## config.mk

```make
export PLATFORM = sky130hd
export DESIGN_NAME = gb_io_top
export DESIGN_NICKNAME = d
export VERILOG_FILES = /design/src/logic/gb_io_pkg.sv /design/src/logic/irq_bus_if.sv /design/src/logic/ctrl_bus_if.sv /design/src/logic/irq_controller.sv /design/src/logic/sys_ctrl_regs.sv /design/src/logic/cpu_bus_decode.sv /design/src/logic/gb_io_top.sv
export SDC_FILE = /design/constraint.sdc
export NUM_CORES = 1
export LEC_CHECK = 0
export BUFFER_PORTS_ARGS = -buffer_cell sky130_fd_sc_hd__clkbuf_2
export CORE_MARGIN = 5
export CORE_UTILIZATION = 55
export DETAILED_ROUTE_END_ITERATION = 16
export PLACE_DENSITY = 0.86
export SKIP_CTS_REPAIR_TIMING = 1
export SKIP_LAST_GASP = 1
export SYNTH_ARGS = -nofsm -noshare
export SYNTH_HDL_FRONTEND = slang
export SYNTH_SLANG_ARGS = --single-unit
```

## constraint.sdc

```tcl
create_clock -name clk_sys -period 5.1 [get_ports clk_sys]
set_input_delay 0.765 -clock clk_sys [delete_from_list [all_inputs] [get_ports clk_sys]]
set_output_delay 0.765 -clock clk_sys [all_outputs]
set_load 0.01 [all_outputs]
```

## src/logic/gb_io_pkg.sv

```systemverilog
// system i/o shared definitions
package gb_io_pkg;

	//--------------------------------------------------------------------------
	// register map
	//--------------------------------------------------------------------------
	localparam logic [15:0] ADDR_JOYP = 16'hff00;   // P1 joypad row select
	localparam logic [15:0] ADDR_IF   = 16'hff0f;   // interrupt flags
	localparam logic [15:0] ADDR_IE   = 16'hffff;   // interrupt enable
	localparam logic [15:0] ADDR_KEY1 = 16'hff4d;   // speed switch, cgb only
	localparam logic [15:0] ADDR_VBK  = 16'hff4f;   // vram bank, cgb only
	localparam logic [15:0] ADDR_BOOT = 16'hff50;   // boot rom disable
	localparam logic [15:0] ADDR_SVBK = 16'hff70;   // wram bank, cgb only

	//--------------------------------------------------------------------------
	// interrupts
	//--------------------------------------------------------------------------
	// vblank, lcd stat, timer, serial, joypad
	localparam int          IRQ_COUNT    = 5;
	localparam logic [7:0]  IRQ_VEC_BASE = 8'h40;  // rst vector of bit 0
	localparam logic [7:0]  IRQ_VEC_STEP = 8'h08;

	//--------------------------------------------------------------------------
	// reset values and keys
	//--------------------------------------------------------------------------
	localparam logic [2:0]  IRAM_BANK_RESET = 3'd1;   // bank 0 is never mapped at d000
	localparam logic [7:0]  BOOT_KEY_GBC    = 8'h11;  // value the cgb bios writes
	localparam logic [7:0]  OPEN_BUS        = 8'hff;

	// FF50 write byte, compared whole in cgb mode
	// mono mode only looks at bit 0
	typedef struct packed {
		logic [6:0] unused;
		logic       lock;      // 1 = unmap boot rom
	} boot_ctl_bits_t;

	typedef union packed {
		logic [7:0]     raw;    // whole byte view
		boot_ctl_bits_t f;      // field view
	} boot_ctl_u;

endpackage

```

## src/logic/irq_bus_if.sv

```systemverilog
// decoder to interrupt controller bus
interface irq_bus_if;

	logic       sel_if;    // FF0F hit
	logic       sel_ie;    // FFFF hit
	logic       wr_stb;    // first ce edge of a write pulse
	logic [7:0] wdata;
	logic [7:0] rdata;     // IF or IE, comb
	logic       irq_ack;   // m1 + iorq both low
	logic [7:0] irq_vec;   // rst address of winning source

	modport decoder (
		output sel_if, sel_ie, wr_stb, wdata,
		input  rdata, irq_ack, irq_vec
	);

	modport regs (
		input  sel_if, sel_ie, wr_stb, wdata,
		output rdata, irq_ack, irq_vec
	);

endinterface

```

## src/logic/ctrl_bus_if.sv

```systemverilog
// decoder to system control bus
interface ctrl_bus_if;

	// selects arrive already mode gated
	logic       sel_joy;
	logic       sel_svbk;
	logic       sel_vbk;
	logic       sel_key1;
	logic       sel_boot;
	logic       wr_stb;
	logic [7:0] wdata;
	logic [7:0] rdata;

	modport decoder (
		output sel_joy, sel_svbk, sel_vbk, sel_key1, sel_boot, wr_stb, wdata,
		input  rdata
	);

	modport regs (
		input  sel_joy, sel_svbk, sel_vbk, sel_key1, sel_boot, wr_stb, wdata,
		output rdata
	);

endinterface

```

## src/logic/irq_controller.sv

```systemverilog
// interrupt controller
module irq_controller (
	input  logic       clk_sys,
	input  logic       reset_ss,
	input  logic       ce,
	input  logic       cpu_m1_n,
	input  logic       cpu_iorq_n,
	input  logic       vblank_evt,
	input  logic       lcd_evt,
	input  logic       timer_evt,
	input  logic       serial_evt,
	input  logic [3:0] joy_din,
	output logic       irq_n,
	irq_bus_if.regs    bus
);
	import gb_io_pkg::*;

	logic [IRQ_COUNT-1:0] if_r;       // pending flags
	logic [7:0]           ie_r;       // all 8 bits r/w, only low 5 matter
	logic [IRQ_COUNT-2:0] evt;
	logic [IRQ_COUNT-2:0] evt_d;      // previous sample of the event lines
	logic [3:0]           joy_d1;
	logic [3:0]           joy_d2;
	logic                 joy_fall;
	logic                 ack_d;      // ack phase seen at last ce edge
	logic [IRQ_COUNT-1:0] pending;
	logic [IRQ_COUNT-1:0] if_set;
	logic [IRQ_COUNT-1:0] if_clr;
	logic [2:0]           irq_idx;
	logic                 irq_any;

	//--------------------------------------------------------------------------
	// event edges
	//--------------------------------------------------------------------------
	assign evt      = {serial_evt, timer_evt, lcd_evt, vblank_evt}; // IF bit order
	assign joy_fall = |(~joy_d1 & joy_d2);  // any P10..P13 going low
	assign if_set   = {joy_fall, evt & ~evt_d};

	//--------------------------------------------------------------------------
	// priority, lowest bit wins
	//--------------------------------------------------------------------------
	assign pending = if_r & ie_r[IRQ_COUNT-1:0];

	always_comb begin
		irq_idx = '0;
		irq_any = 1'b0;
		// walk down so the lowest set bit is the last one kept
		for (int i = IRQ_COUNT - 1; i >= 0; i--) begin
			if (pending[i]) begin
				irq_idx = 3'(i);
				irq_any = 1'b1;
			end
		end
	end

	assign bus.irq_ack = ~cpu_m1_n & ~cpu_iorq_n;
	assign bus.irq_vec = irq_any ? IRQ_VEC_BASE + IRQ_VEC_STEP * 8'(irq_idx) : 8'h00;
	assign irq_n       = ~irq_any;  // low while anything pending and enabled

	// clear only on the edge right after the ack phase drops
	assign if_clr = (ack_d && !bus.irq_ack && irq_any) ?
		IRQ_COUNT'(1) << irq_idx : '0;

	// upper three IF bits are unimplemented, read as 1
	assign bus.rdata = bus.sel_if ? {3'b111, if_r} :
		bus.sel_ie ? ie_r : 8'h00;

	//--------------------------------------------------------------------------
	// IF / IE
	//--------------------------------------------------------------------------
	always_ff @(posedge clk_sys) begin
		if (reset_ss) begin
			if_r   <= '0;
			ie_r   <= '0;
			evt_d  <= '0;
			joy_d1 <= '0;
			joy_d2 <= '0;
			ack_d  <= 1'b0;
		end else if (ce) begin
			evt_d  <= evt;
			joy_d1 <= joy_din;       // two stage, catches the fall one clock late
			joy_d2 <= joy_d1;
			ack_d  <= bus.irq_ack;
			if_r   <= (if_r | if_set) & ~if_clr;
			// cpu writes come last so they win over set and clear
			if (bus.wr_stb && bus.sel_ie)
				ie_r <= bus.wdata;
			if (bus.wr_stb && bus.sel_if)
				if_r <= bus.wdata[IRQ_COUNT-1:0];
		end
	end

endmodule

```

## src/logic/sys_ctrl_regs.sv

```systemverilog
// system control registers
module sys_ctrl_regs (
	input  logic       clk_sys,
	input  logic       reset_ss,
	input  logic       ce,
	input  logic       is_gbc,
	input  logic       cpu_stop,
	input  logic [3:0] joy_din,
	output logic [1:0] joy_p54,
	output logic [2:0] iram_bank,
	output logic       vram_bank,
	output logic       speed,
	output logic       boot_rom_enabled,
	ctrl_bus_if.regs   bus
);
	import gb_io_pkg::*;

	logic      prepare;      // KEY1 bit 0, armed for the next stop
	logic      wr;
	boot_ctl_u boot_wr;
	logic      boot_unlock;

	assign wr      = ce & bus.wr_stb;
	assign boot_wr = bus.wdata;

	// cgb bios writes 11h, dmg bios just sets bit 0
	assign boot_unlock = is_gbc ? (boot_wr.raw == BOOT_KEY_GBC) : boot_wr.f.lock;

	//--------------------------------------------------------------------------
	// joypad, banks, boot rom
	//--------------------------------------------------------------------------
	always_ff @(posedge clk_sys) begin
		if (reset_ss) begin
			joy_p54          <= 2'b00;
			iram_bank        <= IRAM_BANK_RESET;
			vram_bank        <= 1'b0;
			boot_rom_enabled <= 1'b1;
		end else if (wr) begin
			if (bus.sel_joy)
				joy_p54 <= bus.wdata[5:4];     // only the row selects are writable
			if (bus.sel_svbk)
				iram_bank <= (bus.wdata[2:0] == 3'd0) ? 3'd1 : bus.wdata[2:0]; // 0 -> 1
			if (bus.sel_vbk)
				vram_bank <= bus.wdata[0];
			if (bus.sel_boot && boot_unlock)
				boot_rom_enabled <= 1'b0;       // one way until next reset
		end
	end

	//--------------------------------------------------------------------------
	// speed switch
	//--------------------------------------------------------------------------
	always_ff @(posedge clk_sys) begin
		if (reset_ss) begin
			speed   <= 1'b0;
			prepare <= 1'b0;
		end else if (ce) begin
			if (bus.wr_stb && bus.sel_key1)
				prepare <= bus.wdata[0];
			// stop with prepare armed flips the speed
			if (is_gbc && prepare && cpu_stop) begin
				speed   <= ~speed;
				prepare <= 1'b0;
			end
		end
	end

	//--------------------------------------------------------------------------
	// readback
	//--------------------------------------------------------------------------
	always_comb begin
		bus.rdata = 8'h00;   // decoder ignores it when nothing here is hit
		if (bus.sel_joy)
			bus.rdata = {2'b11, joy_p54, joy_din};     // live button lines
		else if (bus.sel_svbk)
			bus.rdata = {5'h1f, iram_bank};
		else if (bus.sel_vbk)
			bus.rdata = {7'h7f, vram_bank};
		else if (bus.sel_key1)
			bus.rdata = {speed, 6'h3f, prepare};
	end

endmodule

```

## src/logic/cpu_bus_decode.sv

```systemverilog
// cpu bus decoder
module cpu_bus_decode (
	input  logic        clk_sys,
	input  logic        reset_ss,
	input  logic        ce,
	input  logic        is_gbc,
	input  logic        is_gbc_game,
	input  logic        boot_rom_enabled,
	input  logic [15:0] cpu_addr,
	input  logic [7:0]  cpu_wdata,
	input  logic        cpu_wr_n,
	output logic [7:0]  cpu_rdata,
	irq_bus_if.decoder  irq,
	ctrl_bus_if.decoder ctrl
);
	import gb_io_pkg::*;

	logic wr_n_d;     // cpu_wr_n at the previous ce edge
	logic wr_stb;
	logic irq_hit;
	logic ctrl_hit;

	//--------------------------------------------------------------------------
	// write strobe
	//--------------------------------------------------------------------------
	always_ff @(posedge clk_sys) begin
		if (reset_ss)
			wr_n_d <= 1'b1;
		else if (ce)
			wr_n_d <= cpu_wr_n;
	end

	// high only until the first ce edge of the low pulse
	assign wr_stb = ~cpu_wr_n & wr_n_d;

	assign irq.wr_stb  = wr_stb;
	assign irq.wdata   = cpu_wdata;
	assign ctrl.wr_stb = wr_stb;
	assign ctrl.wdata  = cpu_wdata;

	//--------------------------------------------------------------------------
	// address decode, all mode gating sits here
	//--------------------------------------------------------------------------
	assign irq.sel_if   = (cpu_addr == ADDR_IF);
	assign irq.sel_ie   = (cpu_addr == ADDR_IE);
	assign ctrl.sel_joy = (cpu_addr == ADDR_JOYP);
	assign ctrl.sel_boot = (cpu_addr == ADDR_BOOT);
	assign ctrl.sel_vbk = is_gbc && (cpu_addr == ADDR_VBK);
	// svbk also reachable while the cgb bios runs a dmg cart
	assign ctrl.sel_svbk = is_gbc && (is_gbc_game || boot_rom_enabled) &&
		(cpu_addr == ADDR_SVBK);
	assign ctrl.sel_key1 = is_gbc && is_gbc_game && (cpu_addr == ADDR_KEY1);

	//--------------------------------------------------------------------------
	// read mux
	//--------------------------------------------------------------------------
	assign irq_hit  = irq.sel_if | irq.sel_ie;
	// FF50 is write only, falls through to open bus
	assign ctrl_hit = ctrl.sel_joy | ctrl.sel_svbk | ctrl.sel_vbk | ctrl.sel_key1;

	always_comb begin
		if (irq.irq_ack)
			cpu_rdata = irq.irq_vec;    // vector fetch beats any address
		else if (irq_hit)
			cpu_rdata = irq.rdata;
		else if (ctrl_hit)
			cpu_rdata = ctrl.rdata;
		else
			cpu_rdata = OPEN_BUS;
	end

endmodule

```

## src/logic/gb_io_top.sv

```systemverilog
// system i/o register block
module gb_io_top (
	input  logic        clk_sys,
	input  logic        reset_ss,
	input  logic        ce,
	input  logic        is_gbc,
	input  logic        is_gbc_game,
	input  logic [15:0] cpu_addr,
	input  logic [7:0]  cpu_wdata,
	input  logic        cpu_rd_n,      // reads are comb, strobe not needed
	input  logic        cpu_wr_n,
	input  logic        cpu_m1_n,
	input  logic        cpu_iorq_n,
	input  logic        cpu_stop,
	input  logic        vblank_evt,
	input  logic        lcd_evt,
	input  logic        timer_evt,
	input  logic        serial_evt,
	input  logic [3:0]  joy_din,
	output logic [7:0]  cpu_rdata,
	output logic        irq_n,
	output logic [1:0]  joy_p54,
	output logic [2:0]  iram_bank,
	output logic        vram_bank,
	output logic        speed,
	output logic        boot_rom_enabled
);

	irq_bus_if  irq_bus ();
	ctrl_bus_if ctrl_bus ();

	cpu_bus_decode i_decode (
		.clk_sys          (clk_sys),
		.reset_ss         (reset_ss),
		.ce               (ce),
		.is_gbc           (is_gbc),
		.is_gbc_game      (is_gbc_game),
		.boot_rom_enabled (boot_rom_enabled),
		.cpu_addr         (cpu_addr),
		.cpu_wdata        (cpu_wdata),
		.cpu_wr_n         (cpu_wr_n),
		.cpu_rdata        (cpu_rdata),
		.irq              (irq_bus.decoder),
		.ctrl             (ctrl_bus.decoder)
	);

	irq_controller i_irq (
		.clk_sys    (clk_sys),
		.reset_ss   (reset_ss),
		.ce         (ce),
		.cpu_m1_n   (cpu_m1_n),
		.cpu_iorq_n (cpu_iorq_n),
		.vblank_evt (vblank_evt),
		.lcd_evt    (lcd_evt),
		.timer_evt  (timer_evt),
		.serial_evt (serial_evt),
		.joy_din    (joy_din),
		.irq_n      (irq_n),
		.bus        (irq_bus.regs)
	);

	sys_ctrl_regs i_ctrl (
		.clk_sys          (clk_sys),
		.reset_ss         (reset_ss),
		.ce               (ce),
		.is_gbc           (is_gbc),
		.cpu_stop         (cpu_stop),
		.joy_din          (joy_din),
		.joy_p54          (joy_p54),
		.iram_bank        (iram_bank),
		.vram_bank        (vram_bank),
		.speed            (speed),
		.boot_rom_enabled (boot_rom_enabled),
		.bus              (ctrl_bus.regs)
	);

endmodule

```

==> results of run 1 <==
[critical path, stage by stage]
cell and delay (ns):
sky130_fd_sc_hd__clkbuf_2 0.15, sky130_fd_sc_hd__nor4_4 0.34, sky130_fd_sc_hd__or4b_1 0.65, sky130_fd_sc_hd__or2_0 0.27, sky130_fd_sc_hd__o211ai_1 0.09, sky130_fd_sc_hd__a21oi_1 0.08
sky130_fd_sc_hd__clkbuf_2 0.14
[sequential cells by signal, indices dropped and copies added (netlist names), 2 cells and up]
name / flops
i_irq.ie_r: 8
i_irq.evt_d: 4
i_irq.if_r: 5
i_ctrl.iram_bank: 3
i_ctrl.joy_p54: 2
i_irq.joy_d1: 4
i_irq.joy_d2: 4
[layer usage]
metal	vias to the layer above	routed length (um)
li1	984	-
met1	914	2220
met2	81	2420
met3	6	323
met4	0	74
met5	-	0
[power by group through the flow]
stage	clock, mW	sequential (mW)	combinational (mW)
finish	0.139	0.298	0.0755
floorplan	0	0.302	0.0418
global route	0.154	0.300	0.0831
detailed placement	0	0.305	0.0750
global placement	0	0.304	0.0733
CTS	0.144	0.298	0.0755
[metrics by stage]
step | cells | util, % | hold slack, ns | setup slack (ns) | cell area, um^2
2_1_floorplan | 237 | - | 0.460 | 2.31 | 1990
3_3_place_gp | 330 | 67.0 | 0.473 | 1.86 | 2290
3_5_place_dp | 330 | 67.0 | 0.481 | 1.85 | 2290
4_1_cts | 337 | 68.4 | 0.505 | 1.85 | 2340
5_1_grt | 337 | 68.4 | 0.519 | 1.73 | 2340
6_report | 337 | 68.4 | 0.509 | 1.85 | 2340
[cell families (layout without fill, tap and decap cells)]
| group | count (synthesis) | in the layout | synth area share (%) |
|---|---|---|---|
| xor+xnor | 1 | 1 | 0.441 |
| simple gates | 114 | 114 | 31.7 |
| compound gates | 40 | 40 | 13.7 |
| mux | 29 | 29 | 14.6 |
| buf+inv | 17 | 71 | 3.28 |
| flops | 36 | 36 | 36.3 |
[Yosys cell counts, drive strengths merged (3+ instances only)]
library cell / instances / share of area, %
a21oi: 8 / 2.0
a31oi: 4 / 1.3
and2: 3 / 0.95
and4: 3 / 1.3
buf: 3 / 0.63
clkbuf: 7 / 1.3
dfxtp: 36 / 36
inv: 7 / 1.3
mux2i: 29 / 15
nand2: 11 / 2.1
nand2b: 6 / 1.9
nand3: 7 / 1.8
nand4: 11 / 3.5
nor2: 41 / 8.6
nor2b: 5 / 2.0
nor3: 7 / 1.8
nor4: 6 / 2.6
o21ai: 5 / 1.3
o22ai: 5 / 1.6
or4: 3 / 1.1
[worst max-delay path by stage]
stage / to / cells after the start / slack, ns
after global placement: cpu_rdata[0] / 7 / 1.86
after global routing: cpu_rdata[0] / 7 / 1.73
after CTS: cpu_rdata[0] / 7 / 1.85
after detailed placement: cpu_rdata[0] / 7 / 1.85
final: cpu_rdata[0] / 7 / 1.85
after floorplan: cpu_rdata[0] / 6 / 2.31
[cell type report]
class / instances / share of cell area (%)
Timing Repair Buffer: 57 / 12.2
Tap cell: 46 / 2.46
Clock inverter: 1 / 0.214
Clock buffer: 6 / 1.77
Inverter: 7 / 1.12
Multi-Input combinational cell: 184 / 51.4
Sequential cell: 36 / 30.9
==> qor_table.md, run 1 <==
| Parameter | Reported | Unit |
| --- | --- | --- |
| Status | complete, no violations | - |
| Leakage dissipation | 1.00 | nW |
| Horizontal extent of the die | 70.1 | um |
| Setup CP Type | input port to primary output | - |
| Met3 Use GR | 4.59 | % |
| Count of different cell masters after synthesis | 49 | - |
| Worst slew slack as a fraction of its limit | 52.4 | % |
| Net switching fraction of the power | 26.9 | % |
| First-pass iteration count of the detailed router | 4 | - |
| Number of instances in the synthesized netlist | 237 | - |
| Gpl congestion | 0.875 | - |
| First-pass GRT wire length | 8.42 | mm |
| Kind of start point of the critical path | input port | - |
| Number of flops mapped to enable cells by yosys | 0 | - |
| Top FF cell, synth | sky130_fd_sc_hd__dfxtp_1 | - |
| Register share of total power | 58.2 | % |
| Met2 Usage GRT | 33.9 | % |
| Hold Violations, Final | 0 | - |
| Critical register-to-register path startpoint | i_irq.if_r[0]$_SDFFE_PP0P_ | - |
| Number of port buffers | 57 | - |
| Worst path arrival time | 2.49 | ns |
| Worst Setup End Kind | primary output | - |
| Total power per unit cell area | 219 | nW/um^2 |
| Internal power contribution | 0.375 | mW |
| FF+latch count, synth | 36 | - |
| Most used routing layer | met2 | - |
| Placed wire-length estimate after detailed placement | 3.88 | mm |
| Clk sink count | 36 | - |
| Total wirelength of the detailed-routed design | 5.04 | mm |
| Combined area of the multi-input logic cells | 1200 | um^2 |
| Wire length per cell | 15.0 | um |
| Layout net count | 333 | - |
| Max Cap Viol | 0 | - |
| Core Box Area | 3420 | um^2 |
| Power after layout | 0.513 | mW |
| DRC violation count after routing | 0 | - |
| VDD IR max | 0.000156 | V |
| Vias post-DR | 1,985 | - |
| Synthesis-to-layout area growth | 17.6 | % |
| Share of the cycle needed by the critical path after routing | 63.8 | % |
| Highest-count cells in the layout ignoring fill and taps | 57 x sky130_fd_sc_hd__clkbuf_2, 40 x sky130_fd_sc_hd__nor2_1, 36 x sky130_fd_sc_hd__dfxtp_1 | - |
| Detailed Route Iter0 Violations | 170 | - |
| Path depth of the worst reg2reg path | 5 | - |
| Remaining global-route overflow | 0 | - |
| Yosys warnings | 0 | - |
| Post-Syn Area | 1990 | um^2 |
| CTS tree | yes | - |
| Maximum fanout count along the critical path | 7 | - |
| Final setup violation count | 0 | - |
| Fraction of the yosys area taken by sequential cells | 36.3 | % |
| Data required time at the worst endpoint | 4.34 | ns |
| Clock root buffer | sky130_fd_sc_hd__clkbuf_4 | - |
| Hold Startpoint | i_ctrl.joy_p54[0]$_SDFFE_PP0P_ | - |
| Largest buffer count on any clock path | 2 | - |
| Clk_skew | 0.0149 | ns |
| Layout fillers | 302 | - |
| Actual transition at the worst max-transition pin | 0.714 | ns |
| Clock group share of total power | 27.1 | % |
| Antenna violations before repair | 0 | - |
| Min-delay worst type | flop to flop | - |
| Mapped Nets | 279 | - |
| Max-slew violations | 0 | - |
| Total GRT Usage | 21.1 | % |
| Diodes inserted | 0 | - |
| Number of primary I/O pins | 59 | - |
| Clock transition time at the flip-flop clock pins of the worst setup and hold paths | 0.11 | ns |
| Worst Setup SP | cpu_addr[5] | - |
| Number of core rows | 21 | - |
| Share of cells above drive strength 1 | 23.0 | % |
| Sequential standard cell area | 721 | um^2 |
| Total CTS buffers | 5 | - |
| Minimum clock period | 3.25 | ns |
| FFs w/ async S/R, synth | 0 | % |
| Worst hold stages | 2 | - |
| Top achievable clock speed | 308 | MHz |
| GR Layer Usage met1 | 27.8 | % |
| Die Y-Extent | 70.1 | um |
| Hold worst-path end | i_ctrl.joy_p54[0]$_SDFFE_PP0P_ | - |
| RSZ-0062 raised after global routing | false | - |
| Commonest non-fill, non-tap cell in the layout | sky130_fd_sc_hd__clkbuf_2 | - |
| H-tree Lvls | 2 | - |
| Average cell area after synthesis | 8.38 | um^2 |
| Number of vias per cell after detailed routing | 5.89 | - |
| Total negative slack | 0 | ns |
| Worst-skew pair later-pin latency | 0.34 | ns |
| Initial cell density of the core | 58.1 | % |
| Setup slack, reg-to-reg | 3.46 | ns |
| Net Switching | 0.138 | mW |
| Via count of the first global-routing pass | 1,809 | - |
| Part of the power in combinational logic | 14.7 | % |
| Die area | 4910 | um^2 |
| Largest net degree at the start of global routing | 38 | - |
| Worst flop-to-flop path endpoint | i_irq.if_r[4]$_SDFFE_PP0P_ | - |
| Antenna Nets Post-Route | 0 | - |
No activity file was read; power rests on OpenSTA's default activity.
==> run 2: changes to the inputs <==
- ABC_AREA: not set -> 1
- CORE_UTILIZATION: 55 -> 47
- PLACE_DENSITY: 0.86 -> 0.78
- clock period: 5.1 -> 2.8 ns (I/O delays scaled with it)
==> run 2 against run 1 <==
Clock skew decreased by 0.011 ns. Combinational power increased by 88%. Die area increased by 20%. Utilization decreased by 10 points. Clock power increased to 3.6 times the previous value. Worst setup slack got worse by 1.2 ns. Flip-flop and latch count unchanged. Largest cell class unchanged. Highest routed layer unchanged.
==> qor_table.md, run 2 <==
| Parameter | Reported | Unit |
| --- | --- | --- |
| Placed wire-length estimate after detailed placement | 4.23 | mm |
| Antenna Nets Post-Route | 0 | - |
| RSZ-0062 raised after global routing | false | - |
| Total CTS buffers | 5 | - |
| Worst-skew pair later-pin latency | 0.30 | ns |
| Number of vias per cell after detailed routing | 5.14 | - |
| Net switching fraction of the power | 24.1 | % |
| Top FF cell, synth | sky130_fd_sc_hd__dfxtp_1 | - |
| Clock transition time at the flip-flop clock pins of the worst setup and hold paths | 0.07 | ns |
| Internal power contribution | 0.900 | mW |
| Largest buffer count on any clock path | 2 | - |
| VDD IR max | 0.000295 | V |
| Ranking of synthesized cells by instance count | 68 x sky130_fd_sc_hd__nand2_1, 43 x sky130_fd_sc_hd__inv_1, 42 x sky130_fd_sc_hd__o21ai_0 | - |
| Part of the power in combinational logic | 11.9 | % |
| Synthesis-to-layout area growth | 20.5 | % |
| Clk_skew | 0.00434 | ns |
| Hold Violations, Final | 0 | - |
| Number of flip-flops in the largest register | 8 | - |
| Max Cap Viol | 0 | - |
| H-tree Lvls | 2 | - |
| Number of primary I/O pins | 59 | - |
| Average cell area after synthesis | 6.48 | um^2 |
| Count of different cell masters after synthesis | 28 | - |
| Remaining global-route overflow | 0 | - |
| Commonest non-fill, non-tap cell in the layout | sky130_fd_sc_hd__nand2_1 | - |
| Fraction of the yosys area taken by sequential cells | 34.2 | % |
| Share of cells above drive strength 1 | 22.8 | % |
| Status | complete, no violations | - |
| Most Frequent Cell on Critical Path | sky130_fd_sc_hd__nand2_1 | - |
| Number of port buffers | 57 | - |
| FFs w/ async S/R, synth | 0 | % |
| Diodes inserted | 0 | - |
| Share of the cycle needed by the critical path after routing | 77.4 | % |
| Detailed Route Iter0 Violations | 164 | - |
| Setup slack, reg-to-reg | 1.38 | ns |
| Via count of the first global-routing pass | 2,066 | - |
| Clock root buffer | sky130_fd_sc_hd__clkbuf_8 | - |
| Gpl congestion | 0.837 | - |
| Worst slew slack as a fraction of its limit | 44.9 | % |
| Top cells by area in the synthesized netlist | sky130_fd_sc_hd__dfxtp_1 34%, sky130_fd_sc_hd__nand2_1 12%, sky130_fd_sc_hd__o21ai_0 10%, sky130_fd_sc_hd__a21oi_1 8.3%, sky130_fd_sc_hd__inv_1 7.7% | - |
| Buffers and inverters on the worst path | 4 | - |
| Critical-path cell with the highest stage delay | sky130_fd_sc_hd__nor2_1 | - |
| Register share of total power | 45.7 | % |
| Setup CP Type | input port to primary output | - |
| CTS tree | yes | - |
| Net Switching | 0.286 | mW |
| Total GRT Usage | 19.1 | % |
| Core Util, Final | 58.2 | % |
| Antenna violations before repair | 0 | - |
| First-pass GRT wire length | 9.30 | mm |
| Vias post-DR | 2,227 | - |
| Yosys warnings | 0 | - |
| Kind of start point of the critical path | input port | - |
| Minimum clock period | 2.17 | ns |
| Crit-path leading delay family | simple AND/OR/NAND/NOR gates | - |
| Worst path arrival time | 1.75 | ns |
| Reg with most FFs | i_irq.ie_r | - |
| Total negative slack | 0 | ns |
| Most frequent cell after synthesis | sky130_fd_sc_hd__nand2_1 | - |
| Worst-path cell chain | clkbuf_2 -> nand2_1 -> nor2_1 -> nand2_2 -> nor2_1 -> nand2_2 -> inv_1 -> nand2_1 -> nand2_1 -> inv_1 -> a21oi_1 -> clkbuf_2 | - |
| Leakage dissipation | 1.28 | nW |
| Worst Setup End Kind | primary output | - |
| Clock group share of total power | 42.4 | % |
| Share of the synthesized area in the top cell type | 34.2 | % |
| Mapped Nets | 367 | - |
| Total wirelength of the detailed-routed design | 5.48 | mm |
| Horizontal extent of the die | 76.9 | um |
| Largest net degree at the start of global routing | 32 | - |
| Die area | 5920 | um^2 |
| Core Box Area | 4350 | um^2 |
| Actual transition at the worst max-transition pin | 0.826 | ns |
| Largest stage delay on the critical path | 0.21 | ns |
| FF+latch count, synth | 36 | - |
| Number of flops mapped to enable cells by yosys | 0 | - |
| Number of core rows | 24 | - |
| Largest registers in the final layout | i_irq.ie_r x8, i_irq.if_r x5 | - |
| Data required time at the worst endpoint | 2.38 | ns |
| Min-delay worst type | input port to flop | - |
| Post-Syn Area | 2100 | um^2 |
| Maximum fanout count along the critical path | 8 | - |
| Layout net count | 422 | - |
| First-pass iteration count of the detailed router | 4 | - |
| Clk sink count | 36 | - |
| Largest area contributor in the netlist | sky130_fd_sc_hd__dfxtp_1 | - |
| Die Y-Extent | 76.9 | um |
| Initial cell density of the core | 48.3 | % |
| Max-slew violations | 0 | - |
| Number of instances in the synthesized netlist | 325 | - |
| Highest-count cells in the layout ignoring fill and taps | 68 x sky130_fd_sc_hd__nand2_1, 57 x sky130_fd_sc_hd__clkbuf_2, 43 x sky130_fd_sc_hd__inv_1 | - |
| Total power per unit cell area | 468 | nW/um^2 |
| Wire length per cell | 12.7 | um |
| DRC violation count after routing | 0 | - |
| Final setup violation count | 0 | - |
| Layout fillers | 427 | - |
| Top achievable clock speed | 461 | MHz |
## run 2: cell types whose count changed in the layout (fill, tap and decap cells not counted), moves of 6 or more
cell	before	now
sky130_fd_sc_hd__nand2b_1	6	0
sky130_fd_sc_hd__o21ai_0	5	42
sky130_fd_sc_hd__nand2_1	11	68
sky130_fd_sc_hd__inv_1	7	43
sky130_fd_sc_hd__nand3_1	7	22
sky130_fd_sc_hd__nand4_1	11	4
sky130_fd_sc_hd__mux2i_1	29	0
sky130_fd_sc_hd__nor2_1	40	28
sky130_fd_sc_hd__clkbuf_8	0	7
sky130_fd_sc_hd__a21oi_1	8	35
## run 2: worst reg2reg max path: cells and delay by family (launching register included)
family | cells | cell delay (ns)
DFF | 1 | 0.31
and+or+nand+nor | 3 | 0.53
buffers and inverters | 3 | 0.25
AOI/OAI and AO/OA | 2 | 0.28
## run 2: area by class of cell
class	count	area (um^2)	area share, %
tap	52	65.1	2.57
timing repair buffer	57	285	11.2
clock inverter	1	30.0	1.18
sequential	36	721	28.4
inverter	49	185	7.30
clock buffer	7	96.3	3.80
multi-input combinational	231	1150	45.5
## run 2: kinds of logic (layout without fill, tap and decap cells)
| kind of cell | after synthesis | count (layout) | share of synthesized area, % |
|---|---|---|---|
| buf+inv | 58 | 114 | 10.9 |
| simple gates | 141 | 141 | 32.3 |
| compound gates | 90 | 90 | 22.5 |
| flops | 36 | 36 | 34.2 |
## run 2: worst paths after layout
check,startpoint,to,cells after the start
max,cpu_addr[9],cpu_rdata[0],12
max reg2reg,i_decode.wr_n_d$_SDFFE_PP1P_,i_irq.ie_r[1]$_SDFFE_PP0P_,8
min,cpu_wdata[6],i_irq.ie_r[6]$_SDFFE_PP0P_,3
min reg2reg,i_irq.joy_d2[1]$_SDFFE_PP0P_,i_irq.joy_d2[1]$_SDFFE_PP0P_,2
## run 2: per-layer routing
layer / GRT usage (%) / wire length [um]
met2: 29.5 / 2510
met3: 3.63 / 362
met1: 26.0 / 2510
met5: 0 / 0
met4: 8.04 / 93
## run 2: power groups by stage
| stage | clock [mW] | combinational, mW | sequential (mW) |
|---|---|---|---|
| after floorplan | 0 | 0.0846 | 0.550 |
| after global placement | 0 | 0.139 | 0.552 |
| after detailed placement | 0 | 0.141 | 0.553 |
| after CTS | 0.511 | 0.142 | 0.542 |
| after global routing | 0.534 | 0.162 | 0.543 |
| final | 0.503 | 0.142 | 0.542 |
## run 2: through the flow
step / cells / hold WS (ns) / area (um^2) / setup WS (ns) / power [mW]
2_1_floorplan: 325 / 0.429 / 2100 / 0.984 / 0.635
3_3_place_gp: 425 / 0.447 / 2410 / 0.654 / 0.691
3_5_place_dp: 425 / 0.452 / 2410 / 0.650 / 0.695
4_1_cts: 433 / 0.360 / 2540 / 0.648 / 1.19
5_1_grt: 433 / 0.366 / 2540 / 0.443 / 1.24
6_report: 433 / 0.361 / 2540 / 0.633 / 1.19
==> run 3: changes to the inputs <==
- ABC_AREA: 1 -> 0
- CORE_UTILIZATION: 47 -> 46
- PLACE_DENSITY: 0.78 -> 0.77
- clock period: 2.8 -> 1.9 ns (I/O delays scaled with it)
==> run 3 against run 2 <==
The flow now finishes with violations (negative setup slack). Sequential share of layout area fell by 1.5 points. Combinational power rose by 73%. Die area fell by 3.1%. Worst setup slack got worse by 0.79 ns. Via count fell by 3.8%. Sequential power rose by 48%. Utilization rose by 7.3 points. Clock power rose by 17%. Clock-buffer cell count did not move. Design area rose by 5.6%. Hold slack got worse by 0.11 ns. Critical path depth fell by 5.
==> qor_table.md, run 3 (synthesis gave the netlist of run 1 again) <==
| Parameter | Reported | Unit |
| --- | --- | --- |
| Detailed Route Iter0 Violations | 182 | - |
| Reg with most FFs | i_irq.ie_r | - |
| Clk sink count | 36 | - |
| Die Y-Extent | 75.7 | um |
| Diodes inserted | 0 | - |
| Initial cell density of the core | 48.6 | % |
| Gpl congestion | 0.916 | - |
| Number of port buffers | 57 | - |
| Placed instance count | 358 | - |
| Number of primary I/O pins | 59 | - |
| Share of the cycle needed by the critical path after routing | 108 | % |
| Antenna violations before repair | 0 | - |
| First-pass iteration count of the detailed router | 6 | - |
| Violations in the final reports | negative setup slack | - |
| Worst slew slack as a fraction of its limit | 65.6 | % |
| Total power per unit cell area | 611 | nW/um^2 |
| Data required time at the worst endpoint | 1.62 | ns |
| Hold Violations, Final | 0 | - |
| Core Util, Final | 65.6 | % |
| Number of vias per cell after detailed routing | 5.86 | - |
| Kind of start point of the critical path | input port | - |
| Minimum clock period | 2.06 | ns |
| Leakage dissipation | 1.16 | nW |
| DRC violation count after routing | 0 | - |
| Via count of the first global-routing pass | 1,977 | - |
| Max Cap Viol | 0 | - |
| Actual transition at the worst max-transition pin | 0.516 | ns |
| Die area | 5730 | um^2 |
| Total cell area at the placement stage | 2490 | um^2 |
| Final hold slack | 0.254 | ns |
| Wire length per cell | 16.3 | um |
| H-tree Lvls | 2 | - |
| Largest net degree at the start of global routing | 30 | - |
| Maximum fanout count along the critical path | 4 | - |
| Highest-count cells in the layout ignoring fill and taps | 54 x sky130_fd_sc_hd__clkbuf_2, 38 x sky130_fd_sc_hd__nor2_1, 36 x sky130_fd_sc_hd__dfxtp_1 | - |
| Placed wire-length estimate after detailed placement | 4.36 | mm |
| Clock transition time at the flip-flop clock pins of the worst setup and hold paths | 0.06 | ns |
| Number of flip-flops in the largest register | 8 | - |
| Share of cells above drive strength 1 | 33.5 | % |
| Worst Setup End Kind | primary output | - |
| Worst-skew pair later-pin latency | 0.29 | ns |
| Clk_skew | 0.00980 | ns |
| Antenna Nets Post-Route | 0 | - |
| CTS tree | yes | - |
| Horizontal extent of the die | 75.7 | um |
| Max-slew violations | 0 | - |
| Largest registers in the final layout | i_irq.ie_r x8, i_irq.if_r x5 | - |
| Worst path arrival time | 1.78 | ns |
| Total GRT Usage | 21.4 | % |
| Layout net count | 358 | - |
| RSZ-0062 raised after global routing | true | - |
| Core Box Area | 4090 | um^2 |
| Commonest non-fill, non-tap cell in the layout | sky130_fd_sc_hd__clkbuf_2 | - |
| Total wirelength of the detailed-routed design | 5.96 | mm |
| Total CTS buffers | 5 | - |
| Clock root buffer | sky130_fd_sc_hd__clkbuf_8 | - |
| Setup CP Type | input port to primary output | - |
| Post-route insts no fill | 366 | - |
| Synthesis-to-layout area growth | 34.9 | % |
| Remaining global-route overflow | 0 | - |
| Final setup violation count | 6 | - |
| Vias post-DR | 2,143 | - |
| Top achievable clock speed | 485 | MHz |
| Largest buffer count on any clock path | 2 | - |
| VDD IR max | 0.000547 | V |
| Min setup slack post-route | -0.161 | ns |
| Status | finished with violations | - |
| Number of core rows | 23 | - |
| First-pass GRT wire length | 9.32 | mm |
| Min-delay worst type | input port to flop | - |
| Design area | 2680 | um^2 |
-- run 3: final timing paths --
check | from | endpoint | slack (ns) | depth (start not counted)
min | vblank_evt | i_irq.evt_d[0]$_SDFFE_PP0P_ | 0.25 | 3
max | cpu_addr[7] | cpu_rdata[0] | -0.16 | 7
min reg2reg | i_ctrl.boot_rom_enabled$_SDFFE_PP1P_ | i_ctrl.boot_rom_enabled$_SDFFE_PP1P_ | 0.49 | 1
max reg2reg | i_decode.wr_n_d$_SDFFE_PP1P_ | i_irq.if_r[0]$_SDFFE_PP0P_ | 0.29 | 4
-- run 3: critical path, stage by stage --
cell and delay (ns):
sky130_fd_sc_hd__buf_8 0.10, sky130_fd_sc_hd__nor4_4 0.31, sky130_fd_sc_hd__or4b_4 0.52, sky130_fd_sc_hd__or2_0 0.23, sky130_fd_sc_hd__o211ai_1 0.09, sky130_fd_sc_hd__a21oi_1 0.08, sky130_fd_sc_hd__buf_2 0.15
-- run 3: power by group --
part	internal [mW]	total, mW	switching [mW]	leakage (nW)
Combinational	0.118	0.245	0.127	0.815
Sequential	0.779	0.802	0.0228	0.293
Clock	0.323	0.588	0.265	0.0503
Total	1.22	1.64	0.416	1.16
-- run 3: metal layers --
metal  vias up  GRT usage (%)  routed length, um
li1       1038              -                  -
met1      1002           29.2               2480
met2        94           33.6               2910
met3         9           4.62                484
met4         0           7.57                 86
met5         -              0                  0
-- run 3: final cells by class --
type,instances,area (um^2)
Multi-Input combinational cell,184,1270
Clock buffer,7,96.3
Fill cell,328,1410
Tap cell,50,62.6
Timing Repair Buffer,82,502
Inverter,7,26.3
Sequential cell,36,721
-- run 3: per-stage QoR --
stage	worst slack, ns	TNS (ns)	total power [mW]
global placement	-0.126	-0.627	1.04
CTS	-0.176	-0.824	1.63
floorplan	0.0677	0	0.923
global route	-0.259	-1.35	1.70
detailed placement	-0.179	-0.873	1.05
finish	-0.161	-0.632	1.64
